$ cat src/rtl/cmt_pkg.sv
// Shared definitions for the commit stage.
// Holds the commit width, the datapath widths, the opcode and state
// enums, and the branch-predictor update record that travels with slot 0.
// Every RTL file and the testbench refer to these by scoped name.

package cmt_pkg;

   localparam int P_COMMIT_WIDTH = 2;                   // log2 of the commit width
   localparam int CW             = 1 << P_COMMIT_WIDTH; // Commit slots per cycle
   localparam int PC_W           = 30;                  // Word-addressed PC
   localparam int DW             = 32;
   localparam int PRF_AW         = 6;                   // Physical register index
   localparam int LSU_OPC_W      = 3;
   localparam int EPU_OPC_W      = 3;

   typedef logic [PC_W-1:0] pc_t;

   // Zero means the slot has no work for that unit
   typedef enum logic [LSU_OPC_W-1:0] {
      LSU_NONE = 3'd0,
      LSU_LB   = 3'd1,
      LSU_LW   = 3'd2,
      LSU_SB   = 3'd3,
      LSU_SW   = 3'd4
   } lsu_opc_t;

   typedef enum logic [EPU_OPC_W-1:0] {
      EPU_NONE    = 3'd0,
      EPU_SYSCALL = 3'd1,
      EPU_RET     = 3'd2,
      EPU_WMSR    = 3'd3,
      EPU_RMSR    = 3'd4
   } epu_opc_t;

   // One-hot, as the serializer only ever waits on one unit
   typedef enum logic [1:0] {
      S_IDLE    = 2'b01,
      S_PENDING = 2'b10
   } cmt_state_t;

   typedef struct packed {
      logic taken;                                      // Predicted taken
      pc_t  tgt;                                        // Predicted target
   } bpu_upd_t;

endpackage
$ cat src/rtl/cmt_head_if.sv
// Slot-0 handshake between the commit selector and the serializer.
// The selector reports what slot 0 needs and whether it fires; the
// serializer answers with the commit enable and the flush state.

`timescale 1ns/10ps

interface cmt_head_if (input logic clk);

   logic lsu_req0;                                      // Slot 0 needs the LSU
   logic epu_req0;                                      // Slot 0 needs the EPU or traps
   logic ready0;                                        // Slot 0 valid and unmasked
   logic fire0;                                         // Slot 0 commits this cycle
   logic cmt_ce;
   logic flush;                                         // Self-flush or exception flush
   logic se_fls;                                        // Registered self-flush only

   modport select (
      input  clk,
      input  cmt_ce,
      input  flush,
      input  se_fls,
      output lsu_req0,
      output epu_req0,
      output ready0,
      output fire0
   );

   modport serial (
      input  lsu_req0,
      input  epu_req0,
      input  ready0,
      input  fire0,
      output cmt_ce,
      output flush,
      output se_fls
   );

endinterface

$ cat src/rtl/cmt_top.sv
// Commit stage top level.
// Connects the slot selector and the long-operation serializer through
// the slot-0 head interface. The load/store and exception units sit
// outside and talk to this block through request pulses, done strobes
// and the exception flush.

`timescale 1ns/10ps

module cmt_top
(
   input  logic                                    clk,
   input  logic                                    rst_n,
   // From ROB head
   input  logic [cmt_pkg::CW-1:0]                  cmt_valid,
   input  cmt_pkg::lsu_opc_t [cmt_pkg::CW-1:0]     cmt_lsu_opc,
   input  cmt_pkg::epu_opc_t [cmt_pkg::CW-1:0]     cmt_epu_opc,
   input  logic [cmt_pkg::CW-1:0]                  cmt_exc,
   input  logic [cmt_pkg::CW-1:0]                  cmt_fls,
   input  logic [cmt_pkg::CW-1:0]                  cmt_is_bcc,
   input  logic [cmt_pkg::CW-1:0]                  cmt_is_brel,
   input  logic [cmt_pkg::CW-1:0]                  cmt_is_breg,
   input  cmt_pkg::pc_t [cmt_pkg::CW-1:0]          cmt_pc,
   input  cmt_pkg::pc_t                            cmt_fls_tgt,
   input  cmt_pkg::bpu_upd_t                       cmt_bpu_upd,
   input  logic                                    cmt_prd_we,
   input  logic [cmt_pkg::PRF_AW-1:0]              cmt_prd,
   // From LSU and EPU
   input  logic                                    lsu_wb_valid,
   input  logic [cmt_pkg::DW-1:0]                  lsu_wb_dout,
   input  logic                                    epu_wb_valid,
   input  logic [cmt_pkg::DW-1:0]                  epu_wb_dout,
   input  logic                                    exc_flush,
   input  cmt_pkg::pc_t                            exc_flush_tgt,
   input  logic                                    refetch,
   // To ROB
   output logic [cmt_pkg::CW-1:0]                  cmt_fire,
   output logic [cmt_pkg::P_COMMIT_WIDTH:0]        cmt_pop_size,
   // To BPU
   output logic                                    bpu_wb,
   output logic                                    bpu_wb_is_bcc,
   output logic                                    bpu_wb_is_brel,
   output logic                                    bpu_wb_is_breg,
   output logic                                    bpu_wb_taken,
   output cmt_pkg::pc_t                            bpu_wb_pc,
   output cmt_pkg::pc_t                            bpu_wb_npc_act,
   output cmt_pkg::bpu_upd_t                       bpu_wb_upd,
   // To LSU and EPU
   output logic                                    lsu_req,
   output logic                                    epu_req,
   // To frontend and PRF
   output logic                                    flush,
   output cmt_pkg::pc_t                            flush_tgt,
   output logic                                    prf_we,
   output logic [cmt_pkg::PRF_AW-1:0]              prf_waddr,
   output logic [cmt_pkg::DW-1:0]                  prf_wdata
);

   cmt_head_if head (.clk(clk));

   cmt_select i_select
   (
      .cmt_valid      (cmt_valid),
      .cmt_lsu_opc    (cmt_lsu_opc),
      .cmt_epu_opc    (cmt_epu_opc),
      .cmt_exc        (cmt_exc),
      .cmt_fls        (cmt_fls),
      .cmt_is_bcc     (cmt_is_bcc),
      .cmt_is_brel    (cmt_is_brel),
      .cmt_is_breg    (cmt_is_breg),
      .cmt_pc         (cmt_pc),
      .cmt_fls_tgt    (cmt_fls_tgt),
      .cmt_bpu_upd    (cmt_bpu_upd),
      .head           (head.select),
      .cmt_fire       (cmt_fire),
      .cmt_pop_size   (cmt_pop_size),
      .bpu_wb         (bpu_wb),
      .bpu_wb_is_bcc  (bpu_wb_is_bcc),
      .bpu_wb_is_brel (bpu_wb_is_brel),
      .bpu_wb_is_breg (bpu_wb_is_breg),
      .bpu_wb_taken   (bpu_wb_taken),
      .bpu_wb_pc      (bpu_wb_pc),
      .bpu_wb_npc_act (bpu_wb_npc_act),
      .bpu_wb_upd     (bpu_wb_upd)
   );

   cmt_serial i_serial
   (
      .clk            (clk),
      .rst_n          (rst_n),
      .cmt_pc0        (cmt_pc[0]),
      .cmt_fls0       (cmt_fls[0]),
      .cmt_fls_tgt0   (cmt_fls_tgt),
      .cmt_prd_we     (cmt_prd_we),
      .cmt_prd        (cmt_prd),
      .lsu_wb_valid   (lsu_wb_valid),
      .lsu_wb_dout    (lsu_wb_dout),
      .epu_wb_valid   (epu_wb_valid),
      .epu_wb_dout    (epu_wb_dout),
      .exc_flush      (exc_flush),
      .exc_flush_tgt  (exc_flush_tgt),
      .refetch        (refetch),
      .head           (head.serial),
      .lsu_req        (lsu_req),
      .epu_req        (epu_req),
      .flush          (flush),
      .flush_tgt      (flush_tgt),
      .prf_we         (prf_we),
      .prf_waddr      (prf_waddr),
      .prf_wdata      (prf_wdata)
   );

endmodule

$ cat src/rtl/cmt_serial.sv
// Serializer for long slot-0 operations and flush control.
// Hands a slot-0 load/store or exception operation to its unit, stalls
// commit until the unit's done strobe and writes the result back to the
// register file. Holds the one-cycle self-flush raised by a mispredict or
// a refetch and merges it with the exception flush, self-flush first.

`timescale 1ns/10ps

module cmt_serial
(
   input  logic                        clk,
   input  logic                        rst_n,
   input  cmt_pkg::pc_t                cmt_pc0,
   input  logic                        cmt_fls0,
   input  cmt_pkg::pc_t                cmt_fls_tgt0,
   input  logic                        cmt_prd_we,
   input  logic [cmt_pkg::PRF_AW-1:0]  cmt_prd,
   input  logic                        lsu_wb_valid,
   input  logic [cmt_pkg::DW-1:0]      lsu_wb_dout,
   input  logic                        epu_wb_valid,
   input  logic [cmt_pkg::DW-1:0]      epu_wb_dout,
   input  logic                        exc_flush,
   input  cmt_pkg::pc_t                exc_flush_tgt,
   input  logic                        refetch,
   cmt_head_if.serial                  head,
   output logic                        lsu_req,
   output logic                        epu_req,
   output logic                        flush,
   output cmt_pkg::pc_t                flush_tgt,
   output logic                        prf_we,
   output logic [cmt_pkg::PRF_AW-1:0]  prf_waddr,
   output logic [cmt_pkg::DW-1:0]      prf_wdata
);

   cmt_pkg::cmt_state_t state_q;
   cmt_pkg::cmt_state_t state_nxt;
   logic                pipe_req;
   logic                pipe_finish;
   logic                se_fls_q;
   logic                se_fls_nxt;
   cmt_pkg::pc_t        se_tgt_q;
   cmt_pkg::pc_t        se_tgt_nxt;
   cmt_pkg::pc_t        npc0;

   assign pipe_req    = head.ready0 & (head.lsu_req0 | head.epu_req0);
   assign pipe_finish = lsu_wb_valid | epu_wb_valid;

   // Request only on entry, the unit then owns slot 0 until done
   assign lsu_req = (state_q == cmt_pkg::S_IDLE) & head.ready0 & head.lsu_req0;
   assign epu_req = (state_q == cmt_pkg::S_IDLE) & head.ready0 & head.epu_req0;

   assign head.cmt_ce = ~pipe_req | pipe_finish;

   always_comb
   begin
      state_nxt = state_q;
      case (state_q)
         cmt_pkg::S_IDLE:
         begin
            if (pipe_req)
               state_nxt = cmt_pkg::S_PENDING;
         end
         cmt_pkg::S_PENDING:
         begin
            if (pipe_finish)
               state_nxt = cmt_pkg::S_IDLE;
         end
         default:
            state_nxt = cmt_pkg::S_IDLE;                 // Recover from a bad encoding
      endcase
   end

   always_ff @(posedge clk)
   begin
      if (!rst_n)
         state_q <= cmt_pkg::S_IDLE;
      else
         state_q <= state_nxt;
   end

   assign npc0 = cmt_pc0 + {{(cmt_pkg::PC_W-1){1'b0}}, 1'b1};

   // Self-clearing: a set bit always loads zero on the next edge
   assign se_fls_nxt = (cmt_fls0 | refetch) & ~se_fls_q;
   assign se_tgt_nxt = cmt_fls0 ? cmt_fls_tgt0 : npc0;   // Refetch restarts at pc+1

   always_ff @(posedge clk)
   begin
      if (!rst_n)
         se_fls_q <= 1'b0;
      else if (head.fire0 | se_fls_q)
         se_fls_q <= se_fls_nxt;
   end

   always_ff @(posedge clk)
   begin
      if (head.fire0)
         se_tgt_q <= se_tgt_nxt;
   end

   assign flush       = se_fls_q | exc_flush;
   assign flush_tgt   = se_fls_q ? se_tgt_q : exc_flush_tgt;
   assign head.flush  = flush;
   assign head.se_fls = se_fls_q;

   // Long op result goes straight to the PRF in the done cycle
   assign prf_we    = pipe_finish & ~flush & cmt_prd_we;
   assign prf_waddr = cmt_prd;
   assign prf_wdata = epu_wb_valid ? epu_wb_dout : lsu_wb_dout;

   // Units answer one cycle after the request at the earliest
   a_no_done_in_idle: assert property (@(posedge clk) disable iff (!rst_n)
      (state_q == cmt_pkg::S_IDLE) |-> !pipe_finish)
      else $error("cmt_serial: done strobe without a pending request");

   a_no_fire_on_flush: assert property (@(posedge clk) disable iff (!rst_n)
      flush |-> !head.fire0)
      else $error("cmt_serial: slot 0 fired during a flush");

endmodule

$ cat src/rtl/cmt_select.sv
// Commit slot selection.
// Classifies the four ROB head slots, lets ordinary instructions retire
// together as an in-order prefix and forces special ones to retire alone
// in slot 0. Also produces the ROB pop count and the branch-predictor
// update for a retiring slot-0 branch. Purely combinational apart from
// the checks, which sample on the interface clock.

`timescale 1ns/10ps

module cmt_select
(
   input  logic [cmt_pkg::CW-1:0]                  cmt_valid,
   input  cmt_pkg::lsu_opc_t [cmt_pkg::CW-1:0]     cmt_lsu_opc,
   input  cmt_pkg::epu_opc_t [cmt_pkg::CW-1:0]     cmt_epu_opc,
   input  logic [cmt_pkg::CW-1:0]                  cmt_exc,
   input  logic [cmt_pkg::CW-1:0]                  cmt_fls,
   input  logic [cmt_pkg::CW-1:0]                  cmt_is_bcc,
   input  logic [cmt_pkg::CW-1:0]                  cmt_is_brel,
   input  logic [cmt_pkg::CW-1:0]                  cmt_is_breg,
   input  cmt_pkg::pc_t [cmt_pkg::CW-1:0]          cmt_pc,
   input  cmt_pkg::pc_t                            cmt_fls_tgt,   // Slot 0 only
   input  cmt_pkg::bpu_upd_t                       cmt_bpu_upd,   // Slot 0 only
   cmt_head_if.select                              head,
   // To ROB
   output logic [cmt_pkg::CW-1:0]                  cmt_fire,
   output logic [cmt_pkg::P_COMMIT_WIDTH:0]        cmt_pop_size,
   // To BPU
   output logic                                    bpu_wb,
   output logic                                    bpu_wb_is_bcc,
   output logic                                    bpu_wb_is_brel,
   output logic                                    bpu_wb_is_breg,
   output logic                                    bpu_wb_taken,
   output cmt_pkg::pc_t                            bpu_wb_pc,
   output cmt_pkg::pc_t                            bpu_wb_npc_act,
   output cmt_pkg::bpu_upd_t                       bpu_wb_upd
);

   logic [cmt_pkg::CW-1:0] has_lsu;
   logic [cmt_pkg::CW-1:0] has_epu;
   logic [cmt_pkg::CW-1:0] is_br;
   logic [cmt_pkg::CW-1:0] special;
   logic [cmt_pkg::CW-1:0] cmt_mask;
   logic [cmt_pkg::CW-1:0] ready;
   logic [cmt_pkg::CW-1:0] fire_inc;

   always_comb
   begin
      for (int i = 0; i < cmt_pkg::CW; i++)
      begin
         has_lsu[i] = (cmt_lsu_opc[i] != cmt_pkg::LSU_NONE);
         has_epu[i] = (cmt_epu_opc[i] != cmt_pkg::EPU_NONE) | cmt_exc[i];
         is_br[i]   = cmt_is_bcc[i] | cmt_is_brel[i] | cmt_is_breg[i];
      end
   end

   assign special = has_lsu | has_epu | cmt_fls | is_br;

   // A special slot 0 closes the group, a special slot n>0 waits for slot 0
   always_comb
   begin
      cmt_mask[0] = 1'b1;
      cmt_mask[1] = ~special[0] & ~special[1];
      for (int j = 2; j < cmt_pkg::CW; j++)
      begin
         cmt_mask[j] = cmt_mask[j-1] & ~special[j];
      end
   end

   // The group also ends at the first invalid slot
   always_comb
   begin
      ready[0] = cmt_valid[0] & cmt_mask[0];
      for (int m = 1; m < cmt_pkg::CW; m++)
      begin
         ready[m] = ready[m-1] & cmt_valid[m] & cmt_mask[m];
      end
   end

   assign cmt_fire = ready & {cmt_pkg::CW{head.cmt_ce & ~head.flush}};

   always_comb
   begin
      cmt_pop_size = '0;
      for (int k = 0; k < cmt_pkg::CW; k++)
      begin
         cmt_pop_size = cmt_pop_size + {{cmt_pkg::P_COMMIT_WIDTH{1'b0}}, cmt_fire[k]};
      end
   end

   // Pending self-flush kills the instruction, so no unit request
   assign head.lsu_req0 = ~head.se_fls & has_lsu[0];
   assign head.epu_req0 = ~head.se_fls & has_epu[0];
   assign head.ready0   = ready[0];
   assign head.fire0    = cmt_fire[0];

   // Only slot 0 can hold a branch that retires
   assign bpu_wb         = cmt_fire[0] & is_br[0];
   assign bpu_wb_is_bcc  = cmt_is_bcc[0];
   assign bpu_wb_is_brel = cmt_is_brel[0];
   assign bpu_wb_is_breg = cmt_is_breg[0];
   assign bpu_wb_taken   = cmt_bpu_upd.taken ^ cmt_fls[0];     // Mispredict flips direction
   assign bpu_wb_pc      = cmt_pc[0];
   assign bpu_wb_npc_act = cmt_fls[0] ? cmt_fls_tgt : cmt_bpu_upd.tgt;
   assign bpu_wb_upd     = cmt_bpu_upd;

   assign fire_inc = cmt_fire + {{(cmt_pkg::CW-1){1'b0}}, 1'b1};

   a_fire_in_valid: assert property (@(posedge head.clk) (cmt_fire & ~cmt_valid) == '0)
      else $error("cmt_select: fire %b outside valid %b", cmt_fire, cmt_valid);

   // Fired slots must form 2^n-1, so the ROB can pop from the head
   a_fire_prefix: assert property (@(posedge head.clk) (cmt_fire & fire_inc) == '0)
      else $error("cmt_select: fire %b not a prefix from slot 0", cmt_fire);

endmodule

$ cat config.mk
export PLATFORM = sky130hd
export DESIGN_NAME = cmt_top
export DESIGN_NICKNAME = d
export VERILOG_FILES = /design/src/rtl/cmt_pkg.sv /design/src/rtl/cmt_head_if.sv /design/src/rtl/cmt_top.sv /design/src/rtl/cmt_serial.sv /design/src/rtl/cmt_select.sv
export SDC_FILE = /design/constraint.sdc
export NUM_CORES = 1
export LEC_CHECK = 0
export BUFFER_PORTS_ARGS = -buffer_cell sky130_fd_sc_hd__buf_2
export CAP_MARGIN = 20
export CORE_AREA = 3 3 199 201
export CTS_CLUSTER_SIZE = 12
export DETAILED_ROUTE_END_ITERATION = 8
export DIE_AREA = 0 0 202 204
export MAX_ROUTING_LAYER = met4
export PLACE_DENSITY = 0.35
export SLEW_MARGIN = 10
export SYNTH_ARGS = -nofsm -noshare
export SYNTH_HDL_FRONTEND = slang
export SYNTH_SLANG_ARGS = --single-unit
$ cat constraint.sdc
create_clock -name clk -period 6.79 [get_ports clk]
set_input_delay 0.679 -clock clk [delete_from_list [all_inputs] [get_ports clk]]
set_output_delay 0.679 -clock clk [all_outputs]
set_load 0.02 [all_outputs]
# Word-level counts from Yosys, hierarchy flattened
# Index checks and enable logic that the tools add are counted.
[totals]
reg_bits = 33
in_bits = 336
out_inout_bits = 175
elab_cells = 77
[op_classes]
addsub = 4
n_eq_ne = 4
n_mux = 7
n_bitwise = 50
n_reduce_logical = 9
[op_table]
columns = ["op", "n"]
rows = [
  ["2-to-1 mux 30 bit", 3],
  ["2-to-1 mux 32 bit", 1],
  ["adder 30 x 1 -> 30 bit, second input constant", 1],
  ["nonzero test 3 bit", 8],
  ["AND 1 bit", 20],
  ["OR 1 bit", 18],
  ["OR 4 bit", 3],
  ["inverter 1 bit", 7],
  ["adder 3 x 1 -> 3 bit", 2],
  ["AND 4 bit", 1],
  ["2-to-1 mux 2 bit", 2],
  ["!= test 2 x 1 -> 1 bit, second input constant", 2],
  ["one-hot mux 2 bit (2 select lines)", 1],
  ["adder 1 x 1 -> 2 bit", 1],
  ["== test 2 x 1 -> 1 bit, second input constant", 1],
  ["== test 2 bit, second input constant", 1],
  ["AND reduction 2 bit", 1],
  ["XOR 1 bit", 1],
]

# Depth between registers and ports, before layout
[depth]
ltp_word = 16
mapped_depth = 9
ltp_nobuf = 9

# Cells and area by module
# A second synthesis with hierarchy kept.
[unflattened]
hier_cells = 423
hier_area_um2 = 3875.0
[modules_own_cells]
columns = ["mod", "instances", "cells_per_inst", "area_each_um2", "seq_area_each_um2"]
rows = [
  ["cmt_serial", 1, 288, 2782.7, 960.9],
  ["cmt_select", 1, 135, 1092.3, 0.0],
]

# Worst setup path after synthesis
# OpenSTA, ideal clock, no wires.
[synth_timing]
path_kind = "input port to output port"
from = "input port cmt_exc[0] (netlist bit)"
to = "output port cmt_pop_size[1] (netlist bit)"
arrival_ns = 3.041
required_time_ns = 6.111
path_slack_ns = 3.070
path_stages = 7
path_buffers = 0
path_cell_list = "nor4_1 > nand2_1 > nor4_1 > nand4_1 > fa_1 > inv_1 > ha_1"
[synth_between]
elab_cells_between_ends = 23
cone_classes = "3 x add/sub; 20 x bitwise"
[synth_lines]
columns = ["item", "line", "source"]
rows = [
  ["start: declaration", "cmt_top.sv:17", "input logic [cmt_pkg::CW-1:0] cmt_exc,"],
  ["OR 1 bit *", "cmt_select.sv:51", "has_epu[i] = (cmt_epu_opc[i] != cmt_pkg::EPU_NONE) | cmt_exc[i];"],
  ["OR 4 bit (3 in series)", "cmt_select.sv:56", "assign special = has_lsu | has_epu | cmt_fls | is_br;"],
  ["inverter 1 bit", "cmt_select.sv:62", "cmt_mask[1] = ~special[0] & ~special[1];"],
  ["AND 1 bit", "cmt_select.sv:62", ""],
  ["AND 1 bit (3 in series)", "cmt_select.sv:75", "ready[m] = ready[m-1] & cmt_valid[m] & cmt_mask[m];"],
  ["AND 4 bit *", "cmt_select.sv:79", "assign cmt_fire = ready & {cmt_pkg::CW{head.cmt_ce & ~head.flush}};"],
  ["net cmt_fire (one bit)", "cmt_top.sv:36", "output logic [cmt_pkg::CW-1:0] cmt_fire,"],
  ["adder 3 x 1 -> 3 bit * (2 in series)", "cmt_select.sv:86", "cmt_pop_size = cmt_pop_size + {{cmt_pkg::P_COMMIT_WIDTH{1'b0}}, cmt_fire[k]};"],
  ["end: declaration", "cmt_top.sv:37", "output logic [cmt_pkg::P_COMMIT_WIDTH:0] cmt_pop_size,"],
]
# Mark *: on every way through the listed nets, which the timed path passes. The rest lies on a longest branch.

# Worst setup path after layout
[layout_timing]
from = "input port cmt_fls[0] (netlist bit)"
to = "output port cmt_pop_size[1] (netlist bit)"
[layout_between]
elab_chain_len = 11
elab_cells_between_ends = 15
cone_classes = "3 x add/sub; 12 x bitwise"
[layout_rtl]
columns = ["item", "line", "source"]
rows = [
  ["start: declaration", "cmt_top.sv:18", "input logic [cmt_pkg::CW-1:0] cmt_fls,"],
  ["OR 4 bit * (2 in series)", "cmt_select.sv:56", ""],
  ["inverter 1 bit *", "cmt_select.sv:62", ""],
  ["AND 1 bit *", "cmt_select.sv:62", ""],
  ["AND 1 bit (5 in series)", "cmt_select.sv:75", ""],
  ["AND 4 bit *", "cmt_select.sv:79", ""],
  ["adder 3 x 1 -> 3 bit *", "cmt_select.sv:86", ""],
]
# Every way passes the cells marked *; elsewhere a longest branch is shown, timed or not.

==> results.yml <==
finish:
  drive_above_1_share: 0.632
  synthToLayoutAreaGrowth_pct: 58.5
  regArea_um2: 962
  n_fill_cell: 4345
  multiInputGateArea_um2: 2100
  finalNetCount: 1118
timing:
  relSlewSlack: 0.420
  worst_slew_pin_slew_ns: 0.870
  final.setup.tns_ns: 0
  finalMaxSlewViolations: 0
  hold_viol_final: 0
  fin_skew_ns: 0.00294
  finalCritPeriodShare: 0.571
  fin_ws_ns: 2.91
  max_freq_ghz: 0.258
  final.min_clock_period_ns: 3.88
  finalSetupViolCount: 0
  rsz0062_at_grt: "false"
yosys:
  yosys.area_share.simple: 0.198
  synth.mux.area_fraction: 0.200
  ys_seq_area_frac: 0.251
  synth_xor_xnor_area_share: 0.0275
  yosys-top-cells-count: "buf_4, mux2_2, o21ai_0"
  synth_fa_ha_area_frac: 0.0151
  synth_flop_cell: "edfxtp_1"
  ys_top_cells_by_area: "edfxtp_1, mux2_2, buf_4"
  synth_nets: 794
  ys_seq_elements: 33
  yosysUniqueCellTypes: 44
  yosysTopAreaCell: "edfxtp_1"
  netlist_area_um2: 3820
  synth_most_common_cell: "buf_4"
  synth.top_cell.area_share: 0.236
  async_flop_share: 0
  synth_top_family_by_area: "multiplexers"
  synth-edff-count: 30
  ys_warn_count: 0
  postSynthAreaPerCell_um2: 8.42
  synthCells: 454
  synth_compound_area_frac: 0.108
power:
  seq_power_share: 0.291
  intPower_w: 0.000509
  p_sw_w: 0.000310
  power.share.switching: 0.379
  finalPower_w: 0.000819
  p_leak_nw: 2.85
  powerDensity_nw_per_um2: 135
  pwr-share-clk: 0.286
  comb_power_share: 0.424
  ir_drop_mv: 0.0707
setup_path:
  slowest_stage: "nor4_1"
  cp_common_cell: "nor4_1"
  reg2reg_from: "i_serial.head.se_fls"
  rrSetupSlack_ns: 5.06
  end_kind: "output pin"
  cp_num_buf_inv: 3
  worstPathCellList: "buf_4, nor4_1, nand3_1, nor4_1, nand4_1, fa_1, inv_1, ha_1, buf_2"
  cp-start-kind: "primary input"
  worstPathRequired_ns: 6.11
  reg2reg_depth: 5
  cp_data_arrival_time_ns: 3.20
  crit_type: "in -> out"
  worst-path-max-fanout: 35
  r2r-end: "i_serial.se_tgt_q[5]"
  path_depth: 9
  critPathTopFamily: "simple AND/OR/NAND/NOR gates"
  cp_slowest_stage_delay_ns: 0.66
cts:
  clk_path_buf_depth: 2
  post_cts_buffers: 0
  clock_latency_ns: 0.29
  h-tree-depth: 2
  cts_tree: "built"
  ctsResizeCount: 0
  clk_pin_slew_ns: 0.06
  postCtsHoldBufs: 0
  cts_root_buffer: "clkbuf_16"
  numCtsBuffers: 5
  clock-sinks: 33
route:
  detail_route.wl_per_cell_um: 16.4
  drt_iter0_drc: 174
  antenna_left: 0
  viasPerCell: 3.45
  vias: 4466
  dr.pass1.iters: 4
  totalWireLength_um: 21200
  drc_errors: 0
hold_path:
  hold_start: "refetch"
  hold_class: "in -> reg"
  min_path_cells: 3
  whs_endpoint: "i_serial.head.se_fls"
place:
  place_ws_ns: 2.86
  port-buffer-count: 408
  place.gp.congestion: 0.722
  hpwl_um: 18000
global_routing:
  grt_pass1_vias: 4380
  antenna_found_initial: 5
  grt.overflow.total: 0
  grt_use_total: 0.0980
  grt_first_pass_wirelength_um: 28700
  grt_start_max_net_pins: 50
floorplan:
  die_area_um2: 41200
  die_h_um: 204
  ioPinCount: 511
  std_cell_rows: 71
  die_x_um: 202
  start_util: 0.101
  core-area_um2: 37800
flow_run:
  maxCapViolCount: 0
status:
  status: "completed"
worst min-delay path: cells and delay by family:
family	cells	cell delay, ns
AND/OR/NAND/NOR	1	0.07
AO/OA/AOI/OAI	1	0.06
buffers and inverters	1	0.08
logic make-up (layout without fill, tap and decap cells):
group / Yosys count / in the layout
compound gates: 68 / 68
flops: 33 / 33
fa+ha+maj: 4 / 4
xor+xnor: 12 / 12
other cells: 0 / 4
simple gates: 137 / 137
buf+inv: 132 / 457
mux: 68 / 68
power groups by stage:
stage / clock network (W) / registers (W) / logic (W)
2_1_floorplan: 0 / 0.000240 / 0.000209
3_3_place_gp: 0 / 0.000243 / 0.000354
3_5_place_dp: 0 / 0.000243 / 0.000354
4_1_cts: 0.000252 / 0.000239 / 0.000355
5_1_grt: 0.000257 / 0.000239 / 0.000378
6_report: 0.000234 / 0.000238 / 0.000347
metrics by stage:
stage                      util  instance area [µm²]  hold slack (ns)  instances
after detailed placement  0.156                 5910            0.665       1282
after global routing      0.160                 6060            0.654       1294
after floorplan               -                 3820            0.637        454
after global placement    0.156                 5910            0.662       1282
final                     0.160                 6060            0.639       1294
after CTS                 0.160                 6050            0.626       1290
flip-flops by register name, summed over array words and instances, names as in the netlist:
name / cells
i_serial.state_q: 2
i_serial.se_tgt_q: 30
i_serial.head.se_fls: 1
cell usage in the layout, fill, tap and decap left out, types with 10 or more instances in the layout:
cell type and instances:
nor4_1 10, nand2_1 35, nor2_1 18, o21ai_0 40, inv_1 37, mux2_2 68, buf_2 407, or4_1 13
nand4_1 11, nand3_1 19, edfxtp_1 30
per-layer routing:
layer / global-route usage / part of all wire
met1: 0.120 / 0.42
met2: 0.168 / 0.51
met3: 0.0215 / 0.066
met4: 0.0172 / 0.0074
met5: - / 0
worst max-delay path by stage:
stage	from	end	slack, ns
4_1_cts	cmt_exc[0]	cmt_pop_size[1]	2.86
5_1_grt	cmt_exc[0]	cmt_pop_size[1]	2.68
2_1_floorplan	cmt_exc[0]	cmt_pop_size[1]	3.07
3_5_place_dp	cmt_exc[0]	cmt_pop_size[1]	2.86
6_report	cmt_fls[0]	cmt_pop_size[1]	2.91
3_3_place_gp	cmt_exc[0]	cmt_pop_size[1]	2.87
layout make-up:
| cell class | count | share of cell area |
|---|---|---|
| flip-flops and latches | 33 | 0.159 |
| repair buffers | 411 | 0.341 |
| multi-input cells | 289 | 0.346 |
| inverters | 38 | 0.0235 |
| clock inverters | 2 | 0.00165 |
| well taps | 511 | 0.106 |
| clock buffers | 6 | 0.0213 |
| diodes | 4 | 0.00165 |
Power figures use the tool's default switching activity.
